File: config.mk
export PLATFORM = sky130hd
export DESIGN_NAME = fill_top
export DESIGN_NICKNAME = d
export VERILOG_FILES = /design/src/common/fill_pkg.sv /design/src/fill/fill_area_engine.sv /design/src/hdl/write_fifo.sv /design/src/hdl/framebuffer.sv /design/src/hdl/fill_regs.sv /design/src/hdl/fill_top.sv
export SDC_FILE = /design/constraint.sdc
export NUM_CORES = 2
export LEC_CHECK = 0
export CORE_UTILIZATION = 63
export CTS_CLUSTER_SIZE = 14
export DETAILED_ROUTE_END_ITERATION = 10
export DONT_BUFFER_PORTS = 1
export PLACE_DENSITY_LB_ADDON = 0.2
export SLEW_MARGIN = 10
export SYNTH_ARGS = -nofsm -noshare
export SYNTH_HDL_FRONTEND = slang
export SYNTH_SLANG_ARGS = --single-unit
File: constraint.sdc
create_clock -name clk -period 6.9 [get_ports clk]
set_input_delay 0 -clock clk [delete_from_list [all_inputs] [get_ports clk]]
set_output_delay 0 -clock clk [all_outputs]
set_load 0.03 [all_outputs]
File: src/common/fill_pkg.sv
/* framebuffer geometry, address and payload types, register map
   and status layout for the rectangle-fill unit. */
`default_nettype none

package fill_pkg;

    // framebuffer geometry.
    localparam int FB_COLS = 16;
    localparam int FB_ROWS = 8;
    localparam int BYTES_PER_PIXEL = 3;
    localparam int FB_BYTES = FB_COLS * FB_ROWS * BYTES_PER_PIXEL;

    localparam int FIFO_DEPTH = 4;
    localparam int FIFO_PTR_W = $clog2(FIFO_DEPTH);

    typedef logic [3:0] col_addr_t;
    typedef logic [2:0] row_addr_t;
    typedef logic [4:0] col_count_t;  // up to 16.
    typedef logic [3:0] row_count_t;  // up to 8.
    typedef logic [1:0] byte_sel_t;
    typedef logic [8:0] fb_addr_t;
    typedef logic [11:0] apb_addr_t;

    // byte n of the color is bytes[n].
    typedef struct packed {
        logic [BYTES_PER_PIXEL-1:0][7:0] bytes;
    } color_t;

    // one framebuffer byte write.
    typedef struct packed {
        row_addr_t row;
        col_addr_t col;
        byte_sel_t byte_sel;
        logic [7:0] data;
    } fb_write_t;

    typedef struct packed {
        col_addr_t x1;
        row_addr_t y1;
        col_count_t width;
        row_count_t height;
    } fill_region_t;

    // bit 1 done, bit 0 busy.
    typedef struct packed {
        logic done;
        logic busy;
    } status_t;

    // APB register map.
    localparam apb_addr_t REG_CTRL = 12'h000;
    localparam apb_addr_t REG_STATUS = 12'h004;
    localparam apb_addr_t REG_X1 = 12'h008;
    localparam apb_addr_t REG_Y1 = 12'h00C;
    localparam apb_addr_t REG_WIDTH = 12'h010;
    localparam apb_addr_t REG_HEIGHT = 12'h014;
    localparam apb_addr_t REG_COLOR = 12'h018;

    // framebuffer byte n sits at FB_WINDOW + 4n.
    localparam apb_addr_t FB_WINDOW = 12'h400;
    localparam apb_addr_t FB_WINDOW_END = apb_addr_t'(FB_WINDOW + 4 * FB_BYTES);

endpackage

`default_nettype wire

File: src/fill/fill_area_engine.sv
/* rectangle walker: steps byte, column and row across the region
   and emits one framebuffer byte write per accepted push. */
`timescale 1ns/1ps
`default_nettype none

module fill_area_engine (
    input wire logic clk,
    input wire logic reset,
    input wire logic start,
    input wire logic ack,
    input wire fill_pkg::fill_region_t region,
    input wire fill_pkg::color_t color,
    output fill_pkg::fb_write_t wr_item,
    output logic wr_valid,
    input wire logic full,
    output logic busy,
    output logic done
);

    typedef enum logic [1:0] {
        s_idle,
        s_write,
        s_wait_ack
    } state_t;

    state_t state;

    fill_pkg::col_addr_t x1_q;
    fill_pkg::col_addr_t last_col;
    fill_pkg::row_addr_t last_row;
    fill_pkg::color_t color_q;

    fill_pkg::row_addr_t row;
    fill_pkg::col_addr_t col;
    fill_pkg::byte_sel_t byte_sel;

    logic last_step;

    // last column and row of the incoming region, inclusive.
    fill_pkg::col_count_t col_end;
    fill_pkg::row_count_t row_end;

    assign col_end = fill_pkg::col_count_t'(region.x1) + region.width - 5'd1;
    assign row_end = fill_pkg::row_count_t'(region.y1) + region.height - 4'd1;

    assign last_step = (row == last_row) && (col == last_col) && (byte_sel == '0);

    always_comb begin
        wr_item.row = row;
        wr_item.col = col;
        wr_item.byte_sel = byte_sel;
        wr_item.data = color_q.bytes[byte_sel];  // msb byte first.
    end

    // region bounds and color captured at start.
    always_ff @(posedge clk) begin
        if (state == s_idle && start) begin
            x1_q <= region.x1;
            last_col <= fill_pkg::col_addr_t'(col_end);
            last_row <= fill_pkg::row_addr_t'(row_end);
            color_q <= color;
        end
    end

    always_ff @(posedge clk) begin
        if (reset) begin
            state <= s_idle;
            wr_valid <= 1'b0;
            busy <= 1'b0;
            done <= 1'b0;
            row <= '0;
            col <= '0;
            byte_sel <= '0;
        end else begin
            case (state)
                s_idle: begin
                    if (start) begin
                        state <= s_write;
                        row <= region.y1;
                        col <= region.x1;
                        byte_sel <= fill_pkg::byte_sel_t'(fill_pkg::BYTES_PER_PIXEL - 1);
                        wr_valid <= 1'b1;
                        busy <= 1'b1;
                    end
                end
                s_write: begin
                    if (!full) begin  // item taken by the FIFO.
                        if (last_step) begin
                            state <= s_wait_ack;
                            wr_valid <= 1'b0;
                            busy <= 1'b0;
                            done <= 1'b1;
                        end else if (byte_sel == '0) begin
                            byte_sel <= fill_pkg::byte_sel_t'(fill_pkg::BYTES_PER_PIXEL - 1);
                            if (col == last_col) begin
                                col <= x1_q;
                                row <= row + 3'd1;
                            end else begin
                                col <= col + 4'd1;
                            end
                        end else begin
                            byte_sel <= byte_sel - 2'd1;
                        end
                    end
                end
                s_wait_ack: begin
                    // start is ignored here.
                    if (ack) begin
                        state <= s_idle;
                        done <= 1'b0;
                    end
                end
                default: state <= s_idle;
            endcase
        end
    end

endmodule

`default_nettype wire

File: src/hdl/write_fifo.sv
/* synchronous FIFO with a type-parameterised payload. */
`timescale 1ns/1ps
`default_nettype none

module write_fifo #(
    parameter type payload_t = fill_pkg::fb_write_t
) (
    input wire logic clk,
    input wire logic reset,
    input wire logic push,
    input wire payload_t push_item,
    output logic full,
    input wire logic pop,
    output payload_t pop_item,
    output logic not_empty,
    output logic empty
);

    payload_t mem [fill_pkg::FIFO_DEPTH];

    logic [fill_pkg::FIFO_PTR_W-1:0] wr_ptr;
    logic [fill_pkg::FIFO_PTR_W-1:0] rd_ptr;
    logic [fill_pkg::FIFO_PTR_W:0] count;

    logic push_ok;
    logic pop_ok;

    assign full = (count == (fill_pkg::FIFO_PTR_W + 1)'(fill_pkg::FIFO_DEPTH));
    assign empty = (count == '0);
    assign not_empty = !empty;

    assign push_ok = push && !full;
    assign pop_ok = pop && !empty;

    assign pop_item = mem[rd_ptr];  // head visible the cycle after push.

    always_ff @(posedge clk) begin
        if (push_ok) begin
            mem[wr_ptr] <= push_item;
        end
    end

    always_ff @(posedge clk) begin
        if (reset) begin
            wr_ptr <= '0;
            rd_ptr <= '0;
            count <= '0;
        end else begin
            if (push_ok) begin
                wr_ptr <= wr_ptr + 1'b1;  // depth is a power of two.
            end
            if (pop_ok) begin
                rd_ptr <= rd_ptr + 1'b1;
            end
            case ({push_ok, pop_ok})
                2'b10: count <= count + 1'b1;
                2'b01: count <= count - 1'b1;
                default: count <= count;  // both or neither.
            endcase
        end
    end

endmodule

`default_nettype wire

File: src/hdl/framebuffer.sv
/* byte-wide framebuffer RAM with a drain write port and a
   synchronous host read port. */
`timescale 1ns/1ps
`default_nettype none

module framebuffer (
    input wire logic clk,
    input wire logic reset,
    input wire fill_pkg::fb_write_t wr_item,
    input wire logic wr_valid,
    output logic wr_take,
    input wire logic rd_en,
    input wire fill_pkg::fb_addr_t rd_addr,
    output logic [7:0] rd_data
);

    logic [7:0] ram [fill_pkg::FB_BYTES];

    fill_pkg::fb_addr_t pixel_index;
    fill_pkg::fb_addr_t wr_addr;

    // ram starts blank in simulation.
    initial begin
        for (int i = 0; i < fill_pkg::FB_BYTES; i++) begin
            ram[i] = 8'h00;
        end
    end

    // drain every cycle the FIFO has data.
    assign wr_take = wr_valid;

    // row * 16 + col, then 3 bytes per pixel.
    assign pixel_index = fill_pkg::fb_addr_t'({wr_item.row, wr_item.col});
    assign wr_addr = pixel_index * fill_pkg::fb_addr_t'(fill_pkg::BYTES_PER_PIXEL)
                   + fill_pkg::fb_addr_t'(wr_item.byte_sel);

    always_ff @(posedge clk) begin
        if (wr_valid) begin
            ram[wr_addr] <= wr_item.data;
        end
    end

    always_ff @(posedge clk) begin
        if (reset) begin
            rd_data <= 8'h00;
        end else if (rd_en) begin
            rd_data <= ram[rd_addr];  // one cycle read.
        end
    end

endmodule

`default_nettype wire

File: src/hdl/fill_regs.sv
/* APB slave: geometry and color registers, start and status
   control, geometry checks and the framebuffer read window. */
`timescale 1ns/1ps
`default_nettype none

module fill_regs (
    input wire logic clk,
    input wire logic reset,
    input wire fill_pkg::apb_addr_t paddr,
    input wire logic psel,
    input wire logic penable,
    input wire logic pwrite,
    input wire logic [31:0] pwdata,
    output logic [31:0] prdata,
    output logic pready,
    output logic pslverr,
    output fill_pkg::fill_region_t region,
    output fill_pkg::color_t color,
    output logic start,
    output logic ack,
    input wire logic busy,
    input wire logic done,
    input wire logic fifo_empty,
    output logic rd_en,
    output fill_pkg::fb_addr_t rd_addr,
    input wire logic [7:0] rd_data
);

    fill_pkg::status_t status;

    logic win_hit;
    logic rd_pending;  // RAM read issued last cycle.
    logic wr_access;
    logic start_req;
    logic geom_ok;
    logic busy_any;
    logic refuse;

    logic [5:0] col_sum;
    logic [4:0] row_sum;

    assign win_hit = (paddr >= fill_pkg::FB_WINDOW) && (paddr < fill_pkg::FB_WINDOW_END);
    assign rd_addr = fill_pkg::fb_addr_t'((paddr - fill_pkg::FB_WINDOW) >> 2);

    assign wr_access = psel && penable && pwrite;
    assign rd_en = psel && penable && !pwrite && win_hit && !rd_pending;

    // one wait state on window reads only.
    assign pready = psel && penable && (pwrite || !win_hit || rd_pending);

    // a start pulse in flight counts as busy.
    assign busy_any = busy || !fifo_empty || start;
    assign status.busy = busy || !fifo_empty;
    assign status.done = done && fifo_empty;

    assign col_sum = 6'(region.x1) + 6'(region.width);
    assign row_sum = 5'(region.y1) + 5'(region.height);
    assign geom_ok = (region.width != '0) && (region.height != '0)
                   && (col_sum <= 6'(fill_pkg::FB_COLS))
                   && (row_sum <= 5'(fill_pkg::FB_ROWS));

    assign start_req = wr_access && (paddr == fill_pkg::REG_CTRL) && pwdata[0];
    assign refuse = start_req && (!geom_ok || busy_any);
    assign pslverr = refuse;

    always_ff @(posedge clk) begin
        if (reset) begin
            region <= '0;
            start <= 1'b0;
            ack <= 1'b0;
            rd_pending <= 1'b0;
        end else begin
            start <= start_req && !refuse;
            ack <= wr_access && (paddr == fill_pkg::REG_STATUS) && pwdata[1];  // w1c.
            rd_pending <= rd_en;
            if (wr_access) begin
                case (paddr)
                    fill_pkg::REG_X1: region.x1 <= pwdata[3:0];
                    fill_pkg::REG_Y1: region.y1 <= pwdata[2:0];
                    fill_pkg::REG_WIDTH: region.width <= pwdata[4:0];
                    fill_pkg::REG_HEIGHT: region.height <= pwdata[3:0];
                    default: ;
                endcase
            end
        end
    end

    // fill color register.
    always_ff @(posedge clk) begin
        if (wr_access && paddr == fill_pkg::REG_COLOR) begin
            color <= pwdata[23:0];
        end
    end

    always_comb begin
        prdata = 32'h0;
        if (win_hit) begin
            prdata = {24'h0, rd_data};
        end else begin
            case (paddr)
                fill_pkg::REG_STATUS: prdata = {30'h0, status};
                fill_pkg::REG_X1: prdata = {28'h0, region.x1};
                fill_pkg::REG_Y1: prdata = {29'h0, region.y1};
                fill_pkg::REG_WIDTH: prdata = {27'h0, region.width};
                fill_pkg::REG_HEIGHT: prdata = {28'h0, region.height};
                fill_pkg::REG_COLOR: prdata = {8'h0, color};
                default: prdata = 32'h0;
            endcase
        end
    end

endmodule

`default_nettype wire

File: src/hdl/fill_top.sv
/* top level: register block, fill engine, write FIFO and framebuffer. */
`timescale 1ns/1ps
`default_nettype none

module fill_top (
    input wire logic clk,
    input wire logic reset,
    input wire fill_pkg::apb_addr_t paddr,
    input wire logic psel,
    input wire logic penable,
    input wire logic pwrite,
    input wire logic [31:0] pwdata,
    output logic [31:0] prdata,
    output logic pready,
    output logic pslverr
);

    fill_pkg::fill_region_t region;
    fill_pkg::color_t color;
    fill_pkg::fb_write_t wr_item;
    fill_pkg::fb_write_t rd_item;
    fill_pkg::fb_addr_t rd_addr;

    logic start;
    logic ack;
    logic busy;
    logic done;
    logic wr_valid;
    logic full;
    logic not_empty;
    logic fifo_empty;
    logic wr_take;  // framebuffer pop.
    logic rd_en;
    logic [7:0] rd_data;

    fill_regs u_regs (
        .clk(clk), .reset(reset),
        .paddr(paddr), .psel(psel), .penable(penable), .pwrite(pwrite),
        .pwdata(pwdata), .prdata(prdata), .pready(pready), .pslverr(pslverr),
        .region(region), .color(color), .start(start), .ack(ack),
        .busy(busy), .done(done), .fifo_empty(fifo_empty),
        .rd_en(rd_en), .rd_addr(rd_addr), .rd_data(rd_data)
    );

    fill_area_engine u_engine (
        .clk(clk), .reset(reset), .start(start), .ack(ack),
        .region(region), .color(color),
        .wr_item(wr_item), .wr_valid(wr_valid), .full(full),
        .busy(busy), .done(done)
    );

    write_fifo #(.payload_t(fill_pkg::fb_write_t)) u_fifo (
        .clk(clk), .reset(reset),
        .push(wr_valid), .push_item(wr_item), .full(full),
        .pop(wr_take), .pop_item(rd_item),
        .not_empty(not_empty), .empty(fifo_empty)
    );

    framebuffer u_fb (
        .clk(clk), .reset(reset),
        .wr_item(rd_item), .wr_valid(not_empty), .wr_take(wr_take),
        .rd_en(rd_en), .rd_addr(rd_addr), .rd_data(rd_data)
    );

endmodule

`default_nettype wire

-- Yosys cells after proc, flatten, opt, wreduce, memory -nomap -nowiden
Memories as Yosys holds them, arrays and structs flattened. A register that Yosys moved wholly into a read port is not among the register bits.
Index checks and enable logic that the tools add are counted.
- bits in registers: 98
- memory bits (writable): 3140
- input bits: 49
- output and inout port bits: 34
- word-level logic and storage cells: 161
- memories: 2
- memory list (memory ; depth ; width ; rd ports ; clocked after Yosys merged registers in ; write ports ; line ; RTL):
    u_fb.ram ; 384 ; 8 ; 1 ; 1 ; 1 ; framebuffer.sv:17 ; logic [7:0] ram [fill_pkg::FB_BYTES];
    u_fifo.mem ; 4 ; 17 ; 1 ; 1 ; 1 ; write_fifo.sv:19 ; payload_t mem [fill_pkg::FIFO_DEPTH];
- add/sub/neg operators: 15
- $mul: 1
- magnitude comparators: 5
- eq/ne operators: 20
- multiplexer cells: 40
- reductions and logical operators: 53
- operator list (kind ; count):
    case mux 24 bit (6 select lines) ; 1
    == test 12 x 5 -> 1 bit, second input constant ; 3
    two-way mux 32 bit ; 1
    == test 12 x 4 -> 1 bit, second input constant ; 2
    logical AND 1 bit ; 22
    two-way mux 2 bit ; 10
    two-way mux 4 bit ; 5
    binary-select mux 8 bit (select 2 bit) ; 1
    AND reduction 4 bit ; 4
    two-way mux 3 bit ; 5
    == test 12 x 3 -> 1 bit, second input constant ; 1
    >= comparator 12 x 11 -> 1 bit, second input constant ; 1
    logical NOT 12 bit ; 1
    less-than comparator 12 bit, second input constant ; 1
    case mux 3 bit (2 select lines) ; 2
    subtractor 11 bit, second input constant ; 1
    adder 9 x 2 -> 9 bit ; 1
    multiplier 7 x 2 -> 9 bit, second input constant ; 1
    two-way mux 1 bit ; 9
    two-way mux 8 bit ; 1
    != test 2 bit, second input constant ; 4
    case mux 4 bit (2 select lines) ; 1
    AND reduction 2 bit ; 4
    logical NOT 1 bit ; 7
    other kinds (30) ; 45

-- Logic depth before layout (Yosys ltp)
- depth in word-level cells: 9
- mapped depth: 16
- gate-level depth less buffers: 13

-- Modules after synthesis
Synthesis repeated with hierarchy kept, for this count alone.
- cell total of the unflattened synthesis: 6440
- area total of the unflattened synthesis: 128096.6 um^2
- by module, submodules not included (module ; times used ; cells each ; area each (um^2) ; seq. area each (um^2)):
    framebuffer ; 1 ; 5881 ; 120393.0 ; 92408.6
    write_fifo ; 1 ; 144 ; 2951.6 ; 2222.1
    fill_regs ; 1 ; 211 ; 2386.0 ; 1101.1
    fill_area_engine ; 1 ; 204 ; 2366.0 ; 1311.3

-- Least setup slack after synthesis
No wires, ideal clock.
- path kind: reg-to-reg
- start point: reg (tool-made name)
- end point: mem u_fb.ram[259][0] (enable)
- setup time: 395 ps
- arrival time: 5067 ps
- required time: 6505 ps
- setup slack: 1439 ps
- stages on the path, launching flop included: 15
- buffers on the path: 3
- clock period less this slack: 5461 ps
- cell sequence: dfxtp_1 > clkbuf_1 > buf_1 > mux4_2 > ha_1 > ha_1 > fa_1 > a21o_1 > a21oi_1 > o21bai_1 > a21oi_1 > xnor2_1 > nand2_1 > clkbuf_1 > nor4_1
- RTL lines (element ; line):
    to (decl) ; framebuffer.sv:17

-- Worst setup path after layout
- start point: in paddr[3]
- end point: reg u_fb.rd_data[5] (read register of u_fb.ram)
- word-level cells in the longest chain between the ends: 4
- elaborated cells on any way between the ends: 6
- classes of those cells: 1 x add/sub; 2 x order compare; 3 x reduce/logical
- ends and longest elaborated chain (element ; line ; RTL):
    from (decl) ; fill_top.sv:8 ; input wire fill_pkg::apb_addr_t paddr,
    >= comparator 12 x 11 -> 1 bit / less-than comparator 12 bit (equally long branches) ; fill_regs.sv:42 ; assign win_hit = (paddr >= fill_pkg::FB_WINDOW) && (paddr < fill_pkg::FB_WINDOW_END);
    logical AND 1 bit ; fill_regs.sv:42 ;
    logical AND 1 bit (2 in series) ; fill_regs.sv:46 ; assign rd_en = psel && penable && !pwrite && win_hit && !rd_pending;
    to (decl) ; framebuffer.sv:14 ; output logic [7:0] rd_data
Several ways; a longest one is shown, not always the timed one.
A chain may end at the register's enable or synchronous reset.

==> impl_metrics.env <==
export IMPL_routed_wire_length_per_instance_um=36.4
export IMPL_synth_edff_count=3199
export IMPL_routed_wirelength_um=348000
export IMPL_setup_viol=0
export IMPL_finalHoldViolations=0
export IMPL_postSynth_asyncResetShare_pct=0
export IMPL_cts_repair_resize_count=0
export IMPL_hold_path_class="in2reg"
export IMPL_violations="max-slew violations"
export IMPL_dp_hpwl_um=194000
export IMPL_hold_slack_ps=26.1
export IMPL_yosysSeqAreaShare_pct=76.2
export IMPL_power_combinational_fraction_pct=21.3
export IMPL_fill_cells=11500
export IMPL_drtIter0Drc=11000
export IMPL_ys_ff_latch=3248
export IMPL_worst_slew_margin_rel_pct=-149
export IMPL_ir_worst_vdd_mv=1.21
export IMPL_ys_warn_count=0
export IMPL_synth_ff_type="sky130_fd_sc_hd__edfxtp_1"
export IMPL_input_output_buffers=0
export IMPL_antenna_found_initial=17
export IMPL_synth_cell_type_count=83
export IMPL_tightest_slew_ps=3730
export IMPL_grt_pass1_vias=67000
export IMPL_post_synth_top_area_fraction_pct=75.4
export IMPL_power_switching_mw=16.4
export IMPL_placeable_core_area_mm2=0.200
export IMPL_first_pass_iters=6
export IMPL_dieArea_mm2=0.204
export IMPL_setup_repair_after_global_routing_missed_its_margin="false"
export IMPL_fp_dieW_um=452
export IMPL_tritoncts="built"
export IMPL_cts_root_to_sink_buffers=4
export IMPL_worst_setup_hold_path_clk_slew_ps=60
export IMPL_synthTopCellsByArea="sky130_fd_sc_hd__edfxtp_1, sky130_fd_sc_hd__mux4_2, sky130_fd_sc_hd__nor3_1, sky130_fd_sc_hd__mux2i_1, sky130_fd_sc_hd__a22oi_1"
export IMPL_antenna_violating_nets_post_route=0
export IMPL_status="finished with violations"
export IMPL_fin_util_pct=72.0
export IMPL_num_rows=164
export IMPL_groute_usage_overall_pct=34.3
export IMPL_detailroute_via_count=68800
export IMPL_floorplan_initialDensity_pct=63.6
export IMPL_maxCapViolations=0
export IMPL_top_achievable_clock_speed_ghz=0.153
export IMPL_worst_endpoint_required_ps=7730
export IMPL_final_layout_size_suffix_gt1_share_pct=26.7
export IMPL_leakagePower_nw=45.2
export IMPL_worstPathMaxFanout=177
export IMPL_cts_root_buf="sky130_fd_sc_hd__clkbuf_16"
export IMPL_globalplace_congestion=0.904
export IMPL_power_density_cell_area_mw_per_mm2=361
export IMPL_area_growth_pct=13.2
export IMPL_class_of_the_most_critical_setup_path="in2reg"
export IMPL_p_sw_share_pct=31.6
export IMPL_cp_end_kind="register"
export IMPL_post_drt_via_cell_ratio=7.19
export IMPL_synth_top_area_cell="sky130_fd_sc_hd__edfxtp_1"
export IMPL_cts_buffers_inserted=331
export IMPL_design_final_nets=6749
export IMPL_clk_pwr_share_pct=32.3
export IMPL_cts_sinks=3248
export IMPL_final_routed_drc_violation_total=0
export IMPL_fin_setup_tns_ps=0
export IMPL_io_pin_count=83
export IMPL_synth_cells=6182
export IMPL_clock_insertion_delay_worst_skew_ps=980
export IMPL_chipHeight_um=452
export IMPL_setup_clock_skew_after_layout_ps=59.4
export IMPL_seqCellArea_mm2=0.0970
export IMPL_timing_final_max_slew_violations=273
export IMPL_p_int_mw=35.6
export IMPL_crit_arrival_ps=7370
export IMPL_h_tree_depth=5
export IMPL_grt_pass1_wl_um=490000
export IMPL_multi_input_comb_area_mm2=0.0287
export IMPL_mean_syn_cell_area_um2=20.6
export IMPL_finalCriticalPeriod_ps=6540
export IMPL_critical_path_startpoint_type="primary input"
export IMPL_layout_worst_path_cycle_share_pct=94.7
export IMPL_post_synth_instance_area_mm2=0.127
export IMPL_seq_power_share_pct=46.4
export IMPL_grt_start_max_net_pins=820
export IMPL_gr_total_overflow=0
==> path summary, 6_finish.rpt <==
path / startpoint / to / slack, ps / depth (start not counted)
setup reg to reg: register / u_fb.ram[289][7] / 960 / 12
hold reg to reg: u_regs.color[19] / u_engine.color_q[19] / 450 / 0
setup / recovery: paddr[3] / u_fb.rd_data[5] / 360 / 14
hold / removal: paddr[6] / u_fb.rd_data[6] / 30 / 5
==> synthesized netlist by cell type, types with 9 or more instances <==
cell / instances
sky130_fd_sc_hd__mux2_2: 55
sky130_fd_sc_hd__a22o_1: 19
sky130_fd_sc_hd__nor3_1: 300
sky130_fd_sc_hd__o221ai_1: 9
sky130_fd_sc_hd__nand3_1: 21
sky130_fd_sc_hd__edfxtp_1: 3199
sky130_fd_sc_hd__xnor2_1: 14
sky130_fd_sc_hd__a2111oi_0: 14
sky130_fd_sc_hd__a221oi_1: 41
sky130_fd_sc_hd__o32ai_1: 13
sky130_fd_sc_hd__nor2_1: 80
sky130_fd_sc_hd__nand2_1: 84
sky130_fd_sc_hd__xor2_1: 16
sky130_fd_sc_hd__nand2b_1: 20
sky130_fd_sc_hd__ha_1: 36
sky130_fd_sc_hd__o211ai_1: 9
sky130_fd_sc_hd__a22oi_1: 149
sky130_fd_sc_hd__a211oi_1: 40
sky130_fd_sc_hd__a211o_1: 9
sky130_fd_sc_hd__nor2b_1: 51
sky130_fd_sc_hd__nor4_1: 158
sky130_fd_sc_hd__mux2i_1: 126
sky130_fd_sc_hd__dfxtp_1: 49
sky130_fd_sc_hd__buf_1: 13
sky130_fd_sc_hd__o22ai_1: 76
sky130_fd_sc_hd__clkbuf_1: 214
sky130_fd_sc_hd__a31oi_1: 18
sky130_fd_sc_hd__buf_6: 21
sky130_fd_sc_hd__nor3b_1: 10
sky130_fd_sc_hd__buf_2: 121
sky130_fd_sc_hd__and2_1: 27
sky130_fd_sc_hd__or4_1: 13
sky130_fd_sc_hd__mux4_2: 721
sky130_fd_sc_hd__buf_4: 70
sky130_fd_sc_hd__o21ai_0: 76
sky130_fd_sc_hd__a21oi_1: 116
sky130_fd_sc_hd__inv_1: 46
==> stage by stage <==
step	instance area [µm²]	setup slack (ps)	cells	total power [mW]
after floorplan	127000	1440	6189	30.1
after global placement	133000	1120	8884	34.7
after detailed placement	133000	951	8884	35.0
after CTS	144000	930	9541	51.6
after global routing	144000	350	9552	53.0
final	144000	364	9564	52.0
==> placed cells by master, fill, tap and decap left out, drive strengths merged, types with 17 or more instances in the layout <==
| master | Yosys | layout |
|---|---|---|
| nor3 | 302 | 302 |
| a21oi | 116 | 116 |
| nor2b | 51 | 51 |
| and2 | 27 | 27 |
| diode | 0 | 17 |
| bufinv | 0 | 18 |
| a211oi | 40 | 40 |
| ha | 36 | 36 |
| nand3 | 21 | 21 |
| clkinv | 2 | 138 |
| buf | 227 | 488 |
| nor2 | 81 | 81 |
| o22ai | 76 | 76 |
| nand2b | 20 | 20 |
| dlygate4sd3 | 0 | 88 |
| nor4 | 162 | 162 |
| a31oi | 18 | 18 |
| mux2i | 126 | 126 |
| edfxtp | 3199 | 3199 |
| inv | 47 | 51 |
| clkbuf | 214 | 404 |
| a22o | 19 | 19 |
| a22oi | 149 | 149 |
| nand2 | 84 | 84 |
| o21ai | 80 | 80 |
| dfxtp | 49 | 49 |
| mux4 | 721 | 721 |
| mux2 | 55 | 55 |
| a221oi | 42 | 42 |
==> registers in the layout, indices dropped and copies added, names as in the netlist, 2 cells and up, named ones only <==
| name | flops |
|---|---|
| u_regs.color | 24 |
| u_regs.region | 16 |
| u_fb.rd_data | 8 |
| u_engine.byte_sel | 2 |
| u_engine.last_row | 3 |
| u_engine.x1_q | 4 |
| u_fifo.rd_ptr | 2 |
| u_engine.row | 3 |
| u_engine.color_q | 24 |
| u_engine.state | 2 |
| u_fb.ram | 3072 |
| u_fifo.wr_ptr | 2 |
| u_fifo.mem | 68 |
| u_engine.last_col | 4 |
| u_fifo.count | 3 |
| u_engine.col | 4 |
==> final cells by class <==
cell class / instances / share of cell area (%)
tap: 2656 / 2.31
timing repair buffer: 577 / 3.41
antenna: 17 / 0.0295
sequential: 3248 / 67.3
clock buffer: 403 / 6.06
inverter: 49 / 0.129
clock inverter: 163 / 0.841
multi-input combinational: 2451 / 19.9
==> per-layer routing <==
layer / vias to the layer above / global-route usage [%] / routed length (µm)
li1: 27000 / - / -
met1: 35500 / 47.6 / 123000
met2: 5285 / 50.6 / 159000
met3: 963 / 9.46 / 46100
met4: 22 / 17.9 / 20700
met5: - / 0 / 162
==> power by group through the flow <==
stage                     logic (mW)  registers, mW  clock network, mW
after global routing            11.2           24.1               17.6
final                           11.1           24.1               16.8
after detailed placement        10.5           24.5                  0
after global placement          10.2           24.5                  0
after floorplan                 5.32           24.8                  0
after CTS                       10.6           24.1               16.9
==> logic make-up after synthesis <==
kind of cell,count (synthesis),share of synthesized area [%]
AOI/OAI and AO/OA,656,3.56
xor gates and xnor gates,30,0.206
adders and majority gates,42,0.448
buffers and inverters,490,1.91
DFF,3248,76.2
muxes,902,14.2
other,1,0.00294
and+or+nand+nor,813,3.46
==> critical path, stage by stage <==
cell                            delay, ps
sky130_fd_sc_hd__buf_16               650
sky130_fd_sc_hd__buf_16               510
sky130_fd_sc_hd__buf_16               610
sky130_fd_sc_hd__buf_16               640
sky130_fd_sc_hd__buf_16               590
sky130_fd_sc_hd__mux4_2               410
sky130_fd_sc_hd__nand2_1              130
sky130_fd_sc_hd__a21oi_1              140
sky130_fd_sc_hd__a2111oi_0            970
sky130_fd_sc_hd__nand4_1              560
sky130_fd_sc_hd__o211ai_1             280
sky130_fd_sc_hd__dlygate4sd3_1        590
sky130_fd_sc_hd__o32ai_1               90
sky130_fd_sc_hd__dlygate4sd3_1        580
==> repair_timing <==
item	in CTS	in global routing
setup endpoints to repair	0	1
endpoints found under the hold margin	97	0
hold buffers	91	0
buffers inserted	0	0
No activity file was read; power rests on OpenSTA's default activity.
